$ cat src/gpu_consts.svh
`ifndef GPU_CONSTS_SVH
`define GPU_CONSTS_SVH

// Cluster count and the bits to number one cluster
`define GPU_NUM_CLUSTERS    2
`define GPU_CLUSTER_BITS    1

// Memory word address and data
`define GPU_ADDR_WIDTH      16
`define GPU_DATA_WIDTH      32

// DCR write bus
`define GPU_DCR_ADDR_WIDTH  4
`define GPU_DCR_DATA_WIDTH  32

// Performance counters
`define GPU_PERF_BITS       32

`endif

$ cat src/gpu_pkg.sv
package gpu_pkg;

    `include "gpu_consts.svh"

    // Request to memory; the tag names the issuing cluster
    typedef struct packed {
        logic                          rw;
        logic [`GPU_ADDR_WIDTH-1:0]    addr;
        logic [`GPU_DATA_WIDTH-1:0]    data;
        logic [`GPU_CLUSTER_BITS-1:0]  tag;
    } mem_req_t;

    // Read response, tag copied from the read
    typedef struct packed {
        logic [`GPU_DATA_WIDTH-1:0]    data;
        logic [`GPU_CLUSTER_BITS-1:0]  tag;
    } mem_rsp_t;

    typedef enum logic [`GPU_DCR_ADDR_WIDTH-1:0] {
        DCR_SRC_BASE   = 4'd0,
        DCR_DST_BASE   = 4'd1,
        DCR_WORD_COUNT = 4'd2,
        DCR_ADDEND     = 4'd3,
        DCR_START      = 4'd4
    } dcr_addr_e;

    // Cluster sequencer
    typedef enum logic [1:0] {
        CL_IDLE,
        CL_READ_WAIT,
        CL_WRITE
    } cluster_state_e;

    typedef logic [`GPU_PERF_BITS-1:0] perf_ctr_t;

endpackage

$ cat src/elastic_buf.sv
`timescale 1ns/100ps

module elastic_buf #(
    parameter type payload_t = logic [31:0]
) (
    input  logic     clk,
    input  logic     reset,
    input  logic     in_valid,
    input  payload_t in_data,
    output logic     in_ready,
    output logic     out_valid,
    output payload_t out_data,
    input  logic     out_ready,
    output logic     empty
);

    payload_t   entries [2];
    logic       wr_ptr;
    logic       rd_ptr;
    logic [1:0] count;
    logic       push;
    logic       pop;

    assign in_ready  = count != 2'd2;
    assign out_valid = count != 2'd0;
    assign empty     = count == 2'd0;
    assign out_data  = entries[rd_ptr];
    assign push      = in_valid && in_ready;
    assign pop       = out_valid && out_ready;

    always_ff @(posedge clk) begin
        if (push) begin
            entries[wr_ptr] <= in_data;
        end
    end

    always_ff @(posedge clk) begin
        if (reset) begin
            wr_ptr <= 1'b0;
            rd_ptr <= 1'b0;
            count  <= 2'd0;
        end else begin
            if (push) begin
                wr_ptr <= ~wr_ptr;
            end
            if (pop) begin
                rd_ptr <= ~rd_ptr;
            end
            count <= count + {1'b0, push} - {1'b0, pop};
        end
    end

    // Head item is never overwritten while it waits to leave
    assert property (@(posedge clk) disable iff (reset)
        out_valid && !out_ready |=> out_valid && $stable(out_data));

    // Producer keeps a refused item steady until it goes in
    assert property (@(posedge clk) disable iff (reset)
        in_valid && !in_ready |=> in_valid && $stable(in_data));

endmodule

$ cat src/mem_perf.sv
`timescale 1ns/100ps

module mem_perf (
    input  logic               clk,
    input  logic               reset,
    input  logic               req_fire,
    input  logic               req_rw,
    input  logic               rsp_fire,
    output gpu_pkg::perf_ctr_t perf_reads,
    output gpu_pkg::perf_ctr_t perf_writes,
    output gpu_pkg::perf_ctr_t perf_latency
);
    import gpu_pkg::*;

    perf_ctr_t pending;
    logic      rd_fire;
    logic      wr_fire;

    assign rd_fire = req_fire && !req_rw;
    assign wr_fire = req_fire && req_rw;

    always_ff @(posedge clk) begin
        if (reset) begin
            pending      <= '0;
            perf_reads   <= '0;
            perf_writes  <= '0;
            perf_latency <= '0;
        end else begin
            pending      <= pending + perf_ctr_t'(rd_fire) - perf_ctr_t'(rsp_fire);
            perf_reads   <= perf_reads + perf_ctr_t'(rd_fire);
            perf_writes  <= perf_writes + perf_ctr_t'(wr_fire);
            // Every outstanding read adds one cycle
            perf_latency <= perf_latency + pending;
        end
    end

endmodule

$ cat src/mem_arbiter.sv
`timescale 1ns/100ps
`include "gpu_consts.svh"

module mem_arbiter (
    input  logic                                           clk,
    input  logic                                           reset,
    input  logic [`GPU_NUM_CLUSTERS-1:0]                   req_valid,
    input  logic [`GPU_NUM_CLUSTERS-1:0]                   req_rw,
    input  logic [`GPU_NUM_CLUSTERS-1:0][`GPU_ADDR_WIDTH-1:0] req_addr,
    input  logic [`GPU_NUM_CLUSTERS-1:0][`GPU_DATA_WIDTH-1:0] req_data,
    output logic [`GPU_NUM_CLUSTERS-1:0]                   req_ready,
    output logic [`GPU_NUM_CLUSTERS-1:0]                   rsp_valid,
    output logic [`GPU_NUM_CLUSTERS-1:0][`GPU_DATA_WIDTH-1:0] rsp_data,
    output logic                                           out_req_valid,
    output gpu_pkg::mem_req_t                              out_req,
    input  logic                                           out_req_ready,
    input  logic                                           in_rsp_valid,
    input  gpu_pkg::mem_rsp_t                              in_rsp,
    output logic                                           in_rsp_ready
);
    import gpu_pkg::*;

    localparam int N  = `GPU_NUM_CLUSTERS;
    localparam int CB = `GPU_CLUSTER_BITS;

    logic [CB-1:0] rr_ptr;
    logic [CB-1:0] pick;
    logic [CB-1:0] gnt;
    logic [CB-1:0] held_gnt;
    logic          found;
    logic          held;

    // First requester at or after the pointer
    always_comb begin
        int cand;
        pick  = rr_ptr;
        found = 1'b0;
        for (int k = N - 1; k >= 0; k--) begin
            cand = int'(rr_ptr) + k;
            if (cand >= N) begin
                cand = cand - N;
            end
            if (req_valid[cand]) begin
                pick  = CB'(cand);
                found = 1'b1;
            end
        end
    end

    // A stalled grant stays put so the offered request cannot change
    assign gnt           = held ? held_gnt : pick;
    assign out_req_valid = held || found;
    assign out_req.rw    = req_rw[gnt];
    assign out_req.addr  = req_addr[gnt];
    assign out_req.data  = req_data[gnt];
    assign out_req.tag   = gnt;

    always_comb begin
        req_ready      = '0;
        req_ready[gnt] = out_req_valid && out_req_ready;
    end

    always_ff @(posedge clk) begin
        if (reset) begin
            rr_ptr   <= '0;
            held     <= 1'b0;
            held_gnt <= '0;
        end else begin
            held     <= out_req_valid && !out_req_ready;
            held_gnt <= gnt;
            if (out_req_valid && out_req_ready) begin
                rr_ptr <= (gnt == CB'(N - 1)) ? '0 : gnt + 1'b1;
            end
        end
    end

    for (genvar i = 0; i < N; i++) begin : g_rsp
        assign rsp_valid[i] = in_rsp_valid && (in_rsp.tag == CB'(i));
        assign rsp_data[i]  = in_rsp.data;
    end

    assign in_rsp_ready = 1'b1;

endmodule

$ cat src/cluster_engine.sv
`timescale 1ns/100ps
`include "gpu_consts.svh"

module cluster_engine #(
    parameter int CLUSTER_ID = 0
) (
    input  logic                            clk,
    input  logic                            reset,
    input  logic                            start,
    input  logic [`GPU_ADDR_WIDTH-1:0]      src_base,
    input  logic [`GPU_ADDR_WIDTH-1:0]      dst_base,
    input  logic [`GPU_DCR_DATA_WIDTH-1:0]  word_count,
    input  logic [`GPU_DATA_WIDTH-1:0]      addend,
    output logic                            busy,
    output logic                            req_valid,
    output logic                            req_rw,
    output logic [`GPU_ADDR_WIDTH-1:0]      req_addr,
    output logic [`GPU_DATA_WIDTH-1:0]      req_data,
    input  logic                            req_ready,
    input  logic                            rsp_valid,
    input  logic [`GPU_DATA_WIDTH-1:0]      rsp_data
);
    import gpu_pkg::*;

    cluster_state_e                  state;
    logic [`GPU_DCR_DATA_WIDTH-1:0]  idx;
    logic [`GPU_DCR_DATA_WIDTH-1:0]  next_idx;
    logic [`GPU_ADDR_WIDTH-1:0]      offset;
    logic [`GPU_DATA_WIDTH-1:0]      wr_data;
    logic                            rd_sent;
    logic                            has_work;

    // Stride over the indices owned by this cluster
    assign next_idx = idx + `GPU_DCR_DATA_WIDTH'(`GPU_NUM_CLUSTERS);
    assign has_work = idx < word_count;
    assign offset   = idx[`GPU_ADDR_WIDTH-1:0];

    assign busy      = state != CL_IDLE;
    assign req_rw    = state == CL_WRITE;
    assign req_valid = (state == CL_READ_WAIT && has_work && !rd_sent) || (state == CL_WRITE);
    assign req_addr  = req_rw ? dst_base + offset : src_base + offset;
    assign req_data  = wr_data;

    always_ff @(posedge clk) begin
        if (reset) begin
            state   <= CL_IDLE;
            idx     <= '0;
            rd_sent <= 1'b0;
        end else begin
            case (state)
                CL_IDLE: begin
                    if (start) begin
                        state   <= CL_READ_WAIT;
                        idx     <= `GPU_DCR_DATA_WIDTH'(CLUSTER_ID);
                        rd_sent <= 1'b0;
                    end
                end
                CL_READ_WAIT: begin
                    // Empty slice still spends one busy cycle here
                    if (!has_work) begin
                        state <= CL_IDLE;
                    end else if (rsp_valid) begin
                        state   <= CL_WRITE;
                        rd_sent <= 1'b0;
                    end else if (req_valid && req_ready) begin
                        rd_sent <= 1'b1;
                    end
                end
                CL_WRITE: begin
                    if (req_ready) begin
                        idx   <= next_idx;
                        state <= (next_idx < word_count) ? CL_READ_WAIT : CL_IDLE;
                    end
                end
                default: state <= CL_IDLE;
            endcase
        end
    end

    // Sum captured with the response
    always_ff @(posedge clk) begin
        if (rsp_valid) begin
            wr_data <= rsp_data + addend;
        end
    end

    // Arbiter routes a response only to the cluster that owns the read
    assert property (@(posedge clk) disable iff (reset)
        rsp_valid |-> (state == CL_READ_WAIT && rd_sent));

endmodule

$ cat src/dcr_ctrl.sv
`timescale 1ns/100ps
`include "gpu_consts.svh"

module dcr_ctrl (
    input  logic                            clk,
    input  logic                            reset,
    input  logic                            dcr_wr_valid,
    input  logic [`GPU_DCR_ADDR_WIDTH-1:0]  dcr_wr_addr,
    input  logic [`GPU_DCR_DATA_WIDTH-1:0]  dcr_wr_data,
    input  logic [`GPU_NUM_CLUSTERS-1:0]    cluster_busy,
    input  logic                            req_buf_empty,
    output logic                            start,
    output logic [`GPU_ADDR_WIDTH-1:0]      src_base,
    output logic [`GPU_ADDR_WIDTH-1:0]      dst_base,
    output logic [`GPU_DCR_DATA_WIDTH-1:0]  word_count,
    output logic [`GPU_DATA_WIDTH-1:0]      addend,
    output logic                            busy
);
    import gpu_pkg::*;

    dcr_addr_e wr_addr;
    logic      idle;

    assign wr_addr = dcr_addr_e'(dcr_wr_addr);

    // Nothing running, nothing launched and nothing left to drain
    assign idle = !busy && !start && !(|cluster_busy) && req_buf_empty;

    always_ff @(posedge clk) begin
        if (reset) begin
            src_base   <= '0;
            dst_base   <= '0;
            word_count <= '0;
            addend     <= '0;
        end else if (dcr_wr_valid) begin
            case (wr_addr)
                DCR_SRC_BASE:   src_base   <= dcr_wr_data[`GPU_ADDR_WIDTH-1:0];
                DCR_DST_BASE:   dst_base   <= dcr_wr_data[`GPU_ADDR_WIDTH-1:0];
                DCR_WORD_COUNT: word_count <= dcr_wr_data;
                DCR_ADDEND:     addend     <= dcr_wr_data[`GPU_DATA_WIDTH-1:0];
                default: ;
            endcase
        end
    end

    always_ff @(posedge clk) begin
        if (reset) begin
            start <= 1'b0;
            busy  <= 1'b0;
        end else begin
            // START while busy is dropped
            start <= dcr_wr_valid && (wr_addr == DCR_START) && idle;
            busy  <= (|cluster_busy) || !req_buf_empty;
        end
    end

    // A launch finds every cluster idle
    assert property (@(posedge clk) disable iff (reset) start |-> !(|cluster_busy));

    // and wakes all of them
    assert property (@(posedge clk) disable iff (reset) start |=> (&cluster_busy));

endmodule

$ cat src/gpu_top.sv
`timescale 1ns/100ps
`include "gpu_consts.svh"

module gpu_top (
    input  logic                            clk,
    input  logic                            reset,
    input  logic                            dcr_wr_valid,
    input  logic [`GPU_DCR_ADDR_WIDTH-1:0]  dcr_wr_addr,
    input  logic [`GPU_DCR_DATA_WIDTH-1:0]  dcr_wr_data,
    output logic                            mem_req_valid,
    output logic                            mem_req_rw,
    output logic [`GPU_ADDR_WIDTH-1:0]      mem_req_addr,
    output logic [`GPU_DATA_WIDTH-1:0]      mem_req_data,
    output logic [`GPU_CLUSTER_BITS-1:0]    mem_req_tag,
    input  logic                            mem_req_ready,
    input  logic                            mem_rsp_valid,
    input  logic [`GPU_DATA_WIDTH-1:0]      mem_rsp_data,
    input  logic [`GPU_CLUSTER_BITS-1:0]    mem_rsp_tag,
    output logic                            mem_rsp_ready,
    output logic                            busy,
    output gpu_pkg::perf_ctr_t              perf_reads,
    output gpu_pkg::perf_ctr_t              perf_writes,
    output gpu_pkg::perf_ctr_t              perf_latency
);
    import gpu_pkg::*;

    localparam int N = `GPU_NUM_CLUSTERS;

    logic                                  start;
    logic [`GPU_ADDR_WIDTH-1:0]            src_base;
    logic [`GPU_ADDR_WIDTH-1:0]            dst_base;
    logic [`GPU_DCR_DATA_WIDTH-1:0]        word_count;
    logic [`GPU_DATA_WIDTH-1:0]            addend;
    logic [N-1:0]                          cluster_busy;
    logic [N-1:0]                          cl_req_valid;
    logic [N-1:0]                          cl_req_rw;
    logic [N-1:0][`GPU_ADDR_WIDTH-1:0]     cl_req_addr;
    logic [N-1:0][`GPU_DATA_WIDTH-1:0]     cl_req_data;
    logic [N-1:0]                          cl_req_ready;
    logic [N-1:0]                          cl_rsp_valid;
    logic [N-1:0][`GPU_DATA_WIDTH-1:0]     cl_rsp_data;
    logic                                  arb_req_valid;
    logic                                  arb_req_ready;
    mem_req_t                              arb_req;
    logic                                  arb_rsp_valid;
    logic                                  arb_rsp_ready;
    mem_rsp_t                              arb_rsp;
    logic                                  req_buf_empty;
    mem_req_t                              mem_req;
    mem_rsp_t                              mem_rsp;
    logic                                  mem_req_fire;
    logic                                  mem_rsp_fire;

    assign mem_req_rw   = mem_req.rw;
    assign mem_req_addr = mem_req.addr;
    assign mem_req_data = mem_req.data;
    assign mem_req_tag  = mem_req.tag;
    assign mem_rsp.data = mem_rsp_data;
    assign mem_rsp.tag  = mem_rsp_tag;
    assign mem_req_fire = mem_req_valid && mem_req_ready;
    assign mem_rsp_fire = mem_rsp_valid && mem_rsp_ready;

    dcr_ctrl u_dcr_ctrl (
        .clk           (clk),
        .reset         (reset),
        .dcr_wr_valid  (dcr_wr_valid),
        .dcr_wr_addr   (dcr_wr_addr),
        .dcr_wr_data   (dcr_wr_data),
        .cluster_busy  (cluster_busy),
        .req_buf_empty (req_buf_empty),
        .start         (start),
        .src_base      (src_base),
        .dst_base      (dst_base),
        .word_count    (word_count),
        .addend        (addend),
        .busy          (busy)
    );

    for (genvar c = 0; c < N; c++) begin : g_clusters
        cluster_engine #(
            .CLUSTER_ID (c)
        ) u_cluster (
            .clk        (clk),
            .reset      (reset),
            .start      (start),
            .src_base   (src_base),
            .dst_base   (dst_base),
            .word_count (word_count),
            .addend     (addend),
            .busy       (cluster_busy[c]),
            .req_valid  (cl_req_valid[c]),
            .req_rw     (cl_req_rw[c]),
            .req_addr   (cl_req_addr[c]),
            .req_data   (cl_req_data[c]),
            .req_ready  (cl_req_ready[c]),
            .rsp_valid  (cl_rsp_valid[c]),
            .rsp_data   (cl_rsp_data[c])
        );
    end

    mem_arbiter u_arbiter (
        .clk           (clk),
        .reset         (reset),
        .req_valid     (cl_req_valid),
        .req_rw        (cl_req_rw),
        .req_addr      (cl_req_addr),
        .req_data      (cl_req_data),
        .req_ready     (cl_req_ready),
        .rsp_valid     (cl_rsp_valid),
        .rsp_data      (cl_rsp_data),
        .out_req_valid (arb_req_valid),
        .out_req       (arb_req),
        .out_req_ready (arb_req_ready),
        .in_rsp_valid  (arb_rsp_valid),
        .in_rsp        (arb_rsp),
        .in_rsp_ready  (arb_rsp_ready)
    );

    elastic_buf #(
        .payload_t (mem_req_t)
    ) u_req_buf (
        .clk       (clk),
        .reset     (reset),
        .in_valid  (arb_req_valid),
        .in_data   (arb_req),
        .in_ready  (arb_req_ready),
        .out_valid (mem_req_valid),
        .out_data  (mem_req),
        .out_ready (mem_req_ready),
        .empty     (req_buf_empty)
    );

    elastic_buf #(
        .payload_t (mem_rsp_t)
    ) u_rsp_buf (
        .clk       (clk),
        .reset     (reset),
        .in_valid  (mem_rsp_valid),
        .in_data   (mem_rsp),
        .in_ready  (mem_rsp_ready),
        .out_valid (arb_rsp_valid),
        .out_data  (arb_rsp),
        .out_ready (arb_rsp_ready),
        .empty     ()
    );

    mem_perf u_mem_perf (
        .clk          (clk),
        .reset        (reset),
        .req_fire     (mem_req_fire),
        .req_rw       (mem_req_rw),
        .rsp_fire     (mem_rsp_fire),
        .perf_reads   (perf_reads),
        .perf_writes  (perf_writes),
        .perf_latency (perf_latency)
    );

endmodule

$ cat config.mk
export PLATFORM = sky130hd
export DESIGN_NAME = gpu_top
export DESIGN_NICKNAME = d
export VERILOG_FILES = /design/src/gpu_pkg.sv /design/src/elastic_buf.sv /design/src/mem_perf.sv /design/src/mem_arbiter.sv /design/src/cluster_engine.sv /design/src/dcr_ctrl.sv /design/src/gpu_top.sv
export VERILOG_INCLUDE_DIRS = /design/src
export SDC_FILE = /design/constraint.sdc
export NUM_CORES = 1
export LEC_CHECK = 0
export ABC_CLOCK_PERIOD_IN_PS = 6350
export CORE_MARGIN = 5
export CORE_UTILIZATION = 40
export DETAILED_ROUTE_END_ITERATION = 7
export DONT_BUFFER_PORTS = 1
export GPL_TIMING_DRIVEN = 0
export PLACE_DENSITY = 0.51
export SLEW_MARGIN = 20
export SYNTH_ARGS = -nofsm -noshare
export SYNTH_HDL_FRONTEND = slang
export SYNTH_SLANG_ARGS = --single-unit
$ cat constraint.sdc
create_clock -name clk -period 6.35 [get_ports clk]
set_clock_uncertainty 0.15 [all_clocks]
set_input_delay 1.27 -clock clk [delete_from_list [all_inputs] [get_ports clk]]
set_output_delay 1.27 -clock clk [all_outputs]
set_load 0.05 [all_outputs]
==> results_dict.tcl, run 1 <==
set metrics [dict create \
    status "finished, final reports clean" \
    ys_seq_area_frac 0.449 \
    cts_root_buf "clkbuf_16" \
    start_kind "flop" \
    track_usage 0.208 \
    mostFrequentLayoutCells "511 x nand2_1, 308 x dfxtp_1, 255 x ha_1" \
    holdWs_ns 0.305 \
    hold_viol 0 \
    drive_gt1_frac 0.0752 \
    place_ws_ns 1.49 \
    grt_max_degree 39 \
    routed_wl_mm 83.8 \
    synth_edf_count 230 \
    yosysWarnings 0 \
    cts_inserted_buffers 60 \
    synth_top_area_frac 0.237 \
    coreArea_um2 72600 \
    required_ns 6.56 \
    min-delay-start "u_dcr_ctrl.word_count[1]$_SDFFE_PP0P_" \
    final_common_cell "nand2_1" \
    hpwlAfterDp_mm 65.8 \
    p_leak_nw 13.1 \
    power_density_nw_per_um2 339 \
    rsz0062_at_grt "false" \
    wire_per_inst_um 20.3 \
    slew_headroom 0.279 \
    cts_resized 0 \
    num_io_pins 223 \
    crit_arrival_ns 5.05 \
    synthTopCellsByArea "edfxtp_1 24%, dfxtp_1 21%, ha_1 11%, nand2_1 6.6%, a21oi_1 4.1%" \
    grt_pass1_wl_mm 127 \
    min_period_ns 4.84 \
    clk_pin_slew_worst_paths_ns 0.06 \
    avgSynthCellArea_um2 9.52 \
    async_flop_share 0 \
    overflow 0 \
    start_util 0.401 \
    postLayoutSetupSlackWorst_ns 1.51 \
    syn-instance-count 3056 \
    post_cts_buffers 0 \
    maxCapViolations 0 \
    regToRegStartpoint "g_clusters[1].u_cluster.state[1]$_SDFFE_PP0P_" \
    synth_fp_nets 3390 \
    finalSetupViolations 0 \
    cp-end-kind "flop" \
    ys_seq_elements 538 \
    drc 0 \
    crit_type "flop to flop" \
    crit_start "g_clusters[1].u_cluster.state[1]$_SDFFE_PP0P_" \
    finalNonFillerCells 4138 \
    peakVddDrop_uv 222 \
    die_y_um 280 \
    antenna_found_initial 3 \
    routed_via_density 5.36 \
    drt_iter0_drc 1268 \
    syn_to_final_growth_pct 11.9 \
    htree_num_levels 2 \
    cts.sinks 538 \
    cts_buffer_depth 3 \
    grt_pass1_vias 21700 \
    path_max_fanout 10 \
    tightest_slew_ns 1.08 \
    fin_nets 3459 \
    numPortBuffers 0 \
    gp_congestion 0.921 \
    worstSkewPairLatency_ns 0.65 \
    via_count 22200 \
    synth_area_um2 29100 \
    detail_route.first_pass.iterations 5 \
    synth_ff_type "dfxtp_1" \
    yosys.area.top_type "edfxtp_1" \
    ant_nets 0 \
    period_share 0.762 \
    cts_tree "built" \
    die-area_um2 78300 \
    fmax_ghz 0.207 \
    hold_buffers 0 \
    final-max-slew-violation-count 0 \
    dieWidth_um 280 \
    dp_cells 4022 \
    rows 99 \
    hp-class "flop to flop" \
    yosysUniqueCellTypes 83 \
]
==> worst paths after layout <==
path	endpoint	slack (ns)	depth (start not counted)
setup / recovery	u_req_buf.entries[1][47]$_DFFE_PP_	1.51	16
hold / removal	u_dcr_ctrl.word_count[1]$_SDFFE_PP0P_	0.30	2
setup reg to reg	u_req_buf.entries[1][47]$_DFFE_PP_	1.51	16
hold reg to reg	u_dcr_ctrl.word_count[1]$_SDFFE_PP0P_	0.30	2
==> synth_stat cells, types with 7 or more instances <==
cell      number
nor2_1       238
buf_1         10
nand2b_1      30
o21ai_0       82
o21bai_1      24
a21oi_1      241
mux2_2        83
nand3_1      103
a211oi_1      22
o211ai_1      12
a31oi_1       15
or2_2         14
nand4_1       32
o21a_1        28
nor4_1         8
clkbuf_1      76
and3_1        43
xor2_1       113
nor3_1        32
a22o_1        20
and2_1        17
nand2_1      511
inv_1        128
edfxtp_1     230
xnor2_1      103
ha_1         255
a311oi_1       7
o31ai_1        8
dfxtp_1      308
nor2b_1       37
buf_2          8
or3_1         18
mux2i_1       26
and4_1         8
a21o_1        61
==> stage by stage <==
step | cell area, um2 | util | power [mW] | TNS [ns]
after CTS | 32600 | 0.449 | 11.2 | 0
after floorplan | 29100 | - | 6.86 | 0
final | 32600 | 0.449 | 11.0 | 0
after detailed placement | 30500 | 0.420 | 7.52 | 0
after global routing | 32600 | 0.449 | 11.7 | 0
after global placement | 30300 | 0.418 | 7.45 | -49.45
==> worst max-delay path: stages, from the launching register on <==
cell and delay, ns:
dfxtp_1 0.45, nor2b_1 0.41, clkbuf_1 0.53, buf_1 0.43, nand2_1 0.11, nand2_1 0.07
ha_1 0.25, a21o_1 0.19, a21oi_1 0.25, o21bai_1 0.11, a211oi_1 0.33, o31ai_1 0.17
o41ai_1 0.46, o21bai_1 0.11, a21oi_1 0.18, xnor2_1 0.08, mux2_2 0.29
==> cell type report <==
type / count / area [um2]
Sequential cell: 538 / 13100
Multi-Input combinational cell: 2291 / 15200
Tap cell: 959 / 1200
Clock inverter: 38 / 447
Clock buffer: 76 / 1600
Fill cell: 6991 / 40000
Inverter: 130 / 488
Timing Repair Buffer: 7 / 170
Buffer: 97 / 399
Antenna cell: 2 / 5.00
==> registers in the layout, indices dropped and copies added (netlist names), 16 cells and up, named ones only <==
| register | count |
|---|---|
| u_dcr_ctrl.addend | 32 |
| u_mem_perf.perf_latency | 32 |
| u_rsp_buf.entries | 66 |
| u_mem_perf.perf_writes | 32 |
| g_clusters.u_cluster.req_data | 64 |
| u_dcr_ctrl.src_base | 16 |
| u_dcr_ctrl.dst_base | 16 |
| u_mem_perf.perf_reads | 32 |
| u_mem_perf.pending | 32 |
| g_clusters.u_cluster.idx | 63 |
| u_dcr_ctrl.word_count | 32 |
| u_req_buf.entries | 100 |
==> per-layer routing <==
metal,share of wire,GRT usage,up-vias
met5,0.00016,0,-
met3,0.066,0.0508,133
met1,0.44,0.269,10600
met4,0.030,0.0628,2
li1,-,-,10900
met2,0.47,0.345,516
==> cell families after synthesis <==
logic type,after synthesis,share of synthesized area
AO/OA/AOI/OAI,592,0.130
AND/OR/NAND/NOR,1113,0.171
multiplexers,109,0.0411
other,1,0.000129
buffers and inverters,227,0.0304
flip-flops,538,0.449
adder cells (fa/ha/maj),260,0.113
XOR/XNOR,216,0.0650
==> where the power goes <==
group	switching [mW]	internal (mW)
clock network	1.50	2.09
registers	0.459	3.88
logic	1.91	1.20
total	3.86	7.17
(Power assumes the default switching activity.)
==> inputs of run 2 (changes only) <==
--- a/config.mk
+++ b/config.mk
@@ -6,13 +6,14 @@
 export SDC_FILE = /design/constraint.sdc
 export NUM_CORES = 1
 export LEC_CHECK = 0
-export ABC_CLOCK_PERIOD_IN_PS = 6350
+export ABC_AREA = 1
+export ABC_CLOCK_PERIOD_IN_PS = 4100
 export CORE_MARGIN = 5
 export CORE_UTILIZATION = 40
 export DETAILED_ROUTE_END_ITERATION = 7
 export DONT_BUFFER_PORTS = 1
 export GPL_TIMING_DRIVEN = 0
-export PLACE_DENSITY = 0.51
+export PLACE_DENSITY = 0.53
 export SLEW_MARGIN = 20
 export SYNTH_ARGS = -nofsm -noshare
 export SYNTH_HDL_FRONTEND = slang
==> constraint.sdc (replaced) <==
create_clock -name clk -period 4.1 [get_ports clk]
set_clock_uncertainty 0.15 [all_clocks]
set_input_delay 0.82 -clock clk [delete_from_list [all_inputs] [get_ports clk]]
set_output_delay 0.82 -clock clk [all_outputs]
set_load 0.05 [all_outputs]
==> run 2 against run 1 <==
Net effect: core utilization up 1.0 points; highest routed layer unchanged; area after synthesis up 5.9%; worst setup slack worse by 1.4 ns; flip-flop and latch count unchanged; sequential share of layout area down 2.7 points; hold slack worse by 0.15 ns.
==> results_dict.tcl, run 2 <==
set metrics [dict create \
    hold_viol 0 \
    tightest_slew_ns 0.978 \
    ant_nets 0 \
    slew_headroom 0.348 \
    yosys.area.top_type "edfxtp_1" \
    final_area_um2 35000 \
    synth_edf_count 230 \
    synth_area_um2 30800 \
    p_comb_frac 0.300 \
    num_io_pins 223 \
    gp_congestion 0.887 \
    drive_gt1_frac 0.0790 \
    final_common_cell "nand2_1" \
    die_y_um 288 \
    n_fill_cell 7681 \
    cts_root_buf "clkbuf_16" \
    ys_seq_elements 538 \
    yosysWarnings 0 \
    clkPwrFrac 0.321 \
    status "finished, final reports clean" \
    coreArea_um2 76200 \
    cpPeakStageDelay_ns 0.43 \
    cts_tree "built" \
    cp_top_family "simple AND/OR/NAND/NOR gates" \
    grt_max_degree 32 \
    ys_seq_area_frac 0.424 \
    dieWidth_um 288 \
    regMostFlops "u_req_buf.entries" \
    grt_pass1_wl_mm 144 \
    hpwlAfterDp_mm 74.7 \
    synth_fp_nets 4177 \
    start_kind "flop" \
    cts_buffer_depth 3 \
    seqCellArea_um2 13100 \
    cts_inserted_buffers 66 \
    syn-instance-count 3843 \
    p_leak_nw 14.8 \
    wire_per_inst_um 18.7 \
    finalSetupViolations 0 \
    async_flop_share 0 \
    crit_chain "buf_12 -> o21ai_4 -> clkinvlp_4 -> nor2_4 -> ha_4 -> ha_4 -> nand3_4 -> nor2_4 -> nand2_2 -> nor2_4 -> nand3_2 -> nor2_4 -> nand4_1 -> nor2_2 -> nand2_2 -> nor2_4 -> nand3_4 -> nor2_4 -> nand2_2 -> o21ai_1 -> a21oi_1" \
    track_usage 0.223 \
    via_count 25800 \
    slowest_stage "clkinvlp_4" \
    antenna_found_initial 20 \
    routed_wl_mm 94.6 \
    drt_iter0_drc 1975 \
    cpMostUsedCell "nor2_4" \
    die-area_um2 82700 \
    mostFrequentLayoutCells "784 x nand2_1, 474 x inv_1, 389 x a21oi_1" \
    period_share 0.962 \
    start_util 0.404 \
    clk_pin_slew_worst_paths_ns 0.06 \
    final_util 0.459 \
    hp-class "input port to flop" \
    placed_cell_area_um2 32300 \
    synth_common_cells "790 x nand2_1, 478 x inv_1, 390 x a21oi_1, 366 x nor2_1, 308 x dfxtp_1" \
    p_seq_frac 0.379 \
    syn_to_final_growth_pct 13.6 \
    overflow 0 \
    detail_route.first_pass.iterations 6 \
    power_density_nw_per_um2 522 \
    avgSynthCellArea_um2 8.02 \
    synth_top_area_frac 0.224 \
    fmax_ghz 0.253 \
    synthTopCellsByArea "edfxtp_1 22%, dfxtp_1 20%, ha_1 10%, nand2_1 9.6%, a21oi_1 6.3%" \
    synth_ff_type "dfxtp_1" \
    grt_pass1_vias 24500 \
    rsz0062_at_grt "true" \
    yosysUniqueCellTypes 57 \
    worstSkewPairLatency_ns 0.61 \
    fin_nets 4280 \
    required_ns 4.44 \
    cp-end-kind "flop" \
    peakVddDrop_uv 416 \
    drc 0 \
    numPortBuffers 0 \
    p_switching_mw 6.90 \
    largest_reg_flops 100 \
    path_max_fanout 5 \
    min_period_ns 3.95 \
    crit_type "flop to flop" \
    path_buf_inv 2 \
    yosysMostFrequentCell "nand2_1" \
    multiInputGateArea_um2 15700 \
    final-max-slew-violation-count 0 \
    p_int_mw 11.4 \
    min-delay-start "mem_rsp_data[0]" \
    routed_via_density 5.10 \
    power.share.switching 0.378 \
    crit_arrival_ns 4.28 \
    rows 101 \
    maxCapViolations 0 \
    cts.sinks 538 \
    htree_num_levels 3 \
]
run 2: cells by family (layout without fill, tap and decap cells):
logic type,Yosys count,in the layout,synth area share
flip-flops,538,538,0.424
XOR/XNOR,115,115,0.0327
AND/OR/NAND/NOR,1484,1484,0.205
other,1,25,0.000122
multiplexers,49,49,0.0179
adder cells (fa/ha/maj),260,260,0.107
buffers and inverters,593,750,0.0743
AO/OA/AOI/OAI,803,803,0.139
run 2: area by class of cell:
type | count | area share
Antenna cell | 24 | 0.00172
Sequential cell | 538 | 0.374
Buffer | 108 | 0.0144
Inverter | 483 | 0.0520
Clock buffer | 98 | 0.0545
Clock inverter | 24 | 0.00747
Timing Repair Buffer | 37 | 0.0112
Multi-Input combinational cell | 2712 | 0.448
Tap cell | 1030 | 0.0368
run 2: metal layers:
| layer | wire, um | share of wire | global-route usage | vias to the layer above |
|---|---|---|---|---|
| met5 | 60 | 0.00063 | 0 | - |
| met4 | 1980 | 0.021 | 0.0507 | 8 |
| met3 | 7710 | 0.082 | 0.0656 | 121 |
| met2 | 41800 | 0.44 | 0.358 | 614 |
| met1 | 43000 | 0.46 | 0.300 | 11900 |
| li1 | - | - | - | 13200 |
run 2: final timing paths:
kind / end / slack [ns] / depth (start not counted)
worst max-delay path: u_mem_perf.perf_reads[26]$_SDFF_PP0_ / 0.15 / 21
worst min-delay path: u_rsp_buf.entries[0][1]$_DFFE_PP_ / 0.16 / 0
worst max register to register: u_mem_perf.perf_reads[26]$_SDFF_PP0_ / 0.15 / 21
worst min register to register: u_rsp_buf.count[1]$_SDFF_PP0_ / 0.30 / 2
run 2: through the flow:
step,setup TNS [ns],power (mW),hold WS [ns],std cells,worst slack (ns)
6_report,0,18.3,0.160,5054,0.155
3_5_place_dp,-65.83,12.4,0.289,4881,-1.38
3_3_place_gp,-276.06,12.4,0.284,4873,-1.87
5_1_grt,-0.129,19.4,0.132,5030,-0.0733
4_1_cts,-0.0151,18.4,0.121,5023,-0.0151
2_1_floorplan,0,11.0,0.273,3843,0.490
run 2: repair_timing:
action,4_1_cts,5_1_grt
setup endpoints to repair,121,56
hold endpoints to repair,0,0
pin swaps,7,11
buffers inserted,22,9
hold buffers,0,0
resized for setup,41,51
run 2: power by group through the flow:
stage               Sequential, mW  Combinational, mW  Clock, mW
finish                        6.92               5.48       5.86
global route                  6.97               6.20       6.21
CTS                           6.94               5.45       6.00
detailed placement            7.03               5.34          0
global placement              7.04               5.31          0
floorplan                     6.85               4.18          0
==> inputs of run 3 (changes only) <==
--- a/config.mk
+++ b/config.mk
@@ -8,12 +8,14 @@
 export LEC_CHECK = 0
 export ABC_AREA = 1
 export ABC_CLOCK_PERIOD_IN_PS = 4100
+export CELL_PAD_IN_SITES_DETAIL_PLACEMENT = 1
+export CELL_PAD_IN_SITES_GLOBAL_PLACEMENT = 2
 export CORE_MARGIN = 5
-export CORE_UTILIZATION = 40
+export CORE_UTILIZATION = 35
 export DETAILED_ROUTE_END_ITERATION = 7
 export DONT_BUFFER_PORTS = 1
 export GPL_TIMING_DRIVEN = 0
-export PLACE_DENSITY = 0.53
+export PLACE_DENSITY_LB_ADDON = 0.1
 export SLEW_MARGIN = 20
 export SYNTH_ARGS = -nofsm -noshare
 export SYNTH_HDL_FRONTEND = slang
==> run 3 against run 2 <==
Net effect: clock power increased by 2%; via count is 1.5% higher; register-to-register slack about the same; flip-flop and latch count unchanged; first-iteration DRC count decreased by 30%; non-clock buffer count decreased by 11; sequential share of layout area fell by 0.19 points; fmax increased by 0.31%; clock-buffer cell count is 5 lower; global-route usage down 0.050 points; largest cell class unchanged.
==> results_dict.tcl, run 3 (synthesis gave the netlist of run 2 again) <==
set metrics [dict create \
    status "finished, final reports clean" \
    detail_route.first_pass.iterations 5 \
    antenna_found_initial 17 \
    required_ns 4.45 \
    cts_root_buf "clkbuf_16" \
    dieWidth_um 307 \
    start_kind "flop" \
    maxCapViolations 0 \
    tightest_slew_ns 1.08 \
    regMostFlops "u_req_buf.entries" \
    overflow 0 \
    met1_length_mm 49.3 \
    slew_headroom 0.279 \
    cp-end-kind "flop" \
    wl_met3_mm 6.43 \
    mostFrequentLayoutCells "786 x nand2_1, 475 x inv_1, 389 x a21oi_1" \
    syn_to_final_growth_pct 14.1 \
    rows 108 \
    cts.sinks 538 \
    fmax_ghz 0.254 \
    p_leak_nw 14.8 \
    grt_pass1_vias 26200 \
    worstSkewPairLatency_ns 0.62 \
    via_count 26200 \
    routed_via_density 5.07 \
    path_max_fanout 5 \
    fin_tns_setup_ns 0 \
    die-area_um2 94100 \
    rsz0062_at_grt "true" \
    largest_reg_flops 100 \
    start_util 0.354 \
    numPortBuffers 0 \
    hold_viol 0 \
    htree_num_levels 3 \
    fin_nets 4271 \
    hpwlAfterDp_mm 86.2 \
    power_density_nw_per_um2 529 \
    clk_pin_slew_worst_paths_ns 0.06 \
    track_usage 0.223 \
    holdWs_ns 0.139 \
    hold_buffers 0 \
    period_share 0.959 \
    cts_inserted_buffers 68 \
    gp_congestion 0.878 \
    drive_gt1_frac 0.0807 \
    wl_met2_mm 49.4 \
    coreArea_um2 87000 \
    crit_arrival_ns 4.28 \
    cts_tree "built" \
    hp-class "input port to flop" \
    routed_wl_mm 108 \
    cts_buffer_depth 3 \
    final_common_cell "nand2_1" \
    place_ws_ns -1.26 \
    grt_max_degree 25 \
    die_y_um 307 \
    wire_per_inst_um 20.9 \
    ant_nets 0 \
    num_io_pins 223 \
    min_period_ns 3.93 \
    peakVddDrop_uv 363 \
    postLayoutSetupSlackWorst_ns 0.167 \
    drc 0 \
    dr.max_layer_used "met5" \
    drt_iter0_drc 1379 \
    crit_type "flop to flop" \
    final-max-slew-violation-count 0 \
    finalSetupViolations 0 \
    grt_pass1_wl_mm 162 \
]
[run 3: cell types whose count changed in the layout (fill, tap and decap cells not counted), moves of 3 or more]
cell      before  now
buf_4         35   22
clkbuf_1      90   80
clkbuf_4       0    3
diode_2       24   17
o21ai_2        3    8
[run 3: timing repair]
| item | 4_1_cts | 5_1_grt |
|---|---|---|
| setup endpoints to repair | 113 | 42 |
| pin swaps | 6 | 12 |
| cloned | 0 | 0 |
| hold endpoints to repair | 0 | 0 |
| buffers inserted | 9 | 8 |
| gates resized for setup | 52 | 57 |
[run 3: where the power goes]
| part | total, mW | switching (mW) | internal, mW |
|---|---|---|---|
| clock | 5.99 | 2.47 | 3.52 |
| sequential | 6.94 | 0.868 | 6.08 |
| combinational | 5.68 | 3.83 | 1.85 |
| total | 18.6 | 7.17 | 11.4 |
[run 3: final timing paths]
| kind | start | to | slack [ns] | cells after the start |
|---|---|---|---|---|
| setup reg to reg | flop | u_mem_perf.perf_reads[28]$_SDFF_PP0_ | 0.17 | 22 |
| hold / removal | mem_rsp_data[13] | u_rsp_buf.entries[1][14]$_DFFE_PP_ | 0.14 | 0 |
| hold reg to reg | u_dcr_ctrl.addend[22]$_SDFFE_PP0P_ | u_dcr_ctrl.addend[22]$_SDFFE_PP0P_ | 0.30 | 2 |
| setup / recovery | flop | u_mem_perf.perf_reads[28]$_SDFF_PP0_ | 0.17 | 22 |
[run 3: routing by layer]
metal  up-vias  track usage
li1      13100            -
met2       435        0.370
met1     12500        0.295
met3       133       0.0532
met5         -            0
met4        14       0.0535
[run 3: worst max-delay path, stage by stage (launching register included)]
cell,delay (ns)
dfxtp_4,0.41
buf_12,0.16
o21ai_2,0.12
buf_6,0.19
clkinvlp_4,0.32
nor2_4,0.27
ha_4,0.21
ha_4,0.16
nand3_4,0.09
nor2_4,0.14
nand2_2,0.08
nor2_4,0.10
nand3_2,0.10
nor2_4,0.12
nand4_1,0.14
nor2_2,0.19
nand2_2,0.09
nor2_4,0.16
nand3_4,0.10
nor2_4,0.18
nand2_1,0.09
o21ai_1,0.13
a21oi_1,0.06
[run 3: area by class of cell]
type	count	area, um2
Inverter	483	1820
Clock buffer	93	1890
Tap cell	1155	1450
Fill cell	10500	51800
Multi-Input combinational cell	2712	15700
Sequential cell	538	13100
Buffer	108	513
Antenna cell	17	42.5
Timing Repair Buffer	26	327
Clock inverter	29	332
[run 3: metrics by stage]
step            util  instance area, um2  instances  power (mW)
2_1_floorplan      -               30800       3843        11.0
5_1_grt        0.404               35100       5146        19.9
4_1_cts        0.401               34900       5136        18.8
6_report       0.404               35200       5161        18.6
3_3_place_gp   0.371               32300       4998        12.5
3_5_place_dp   0.373               32500       5007        12.6
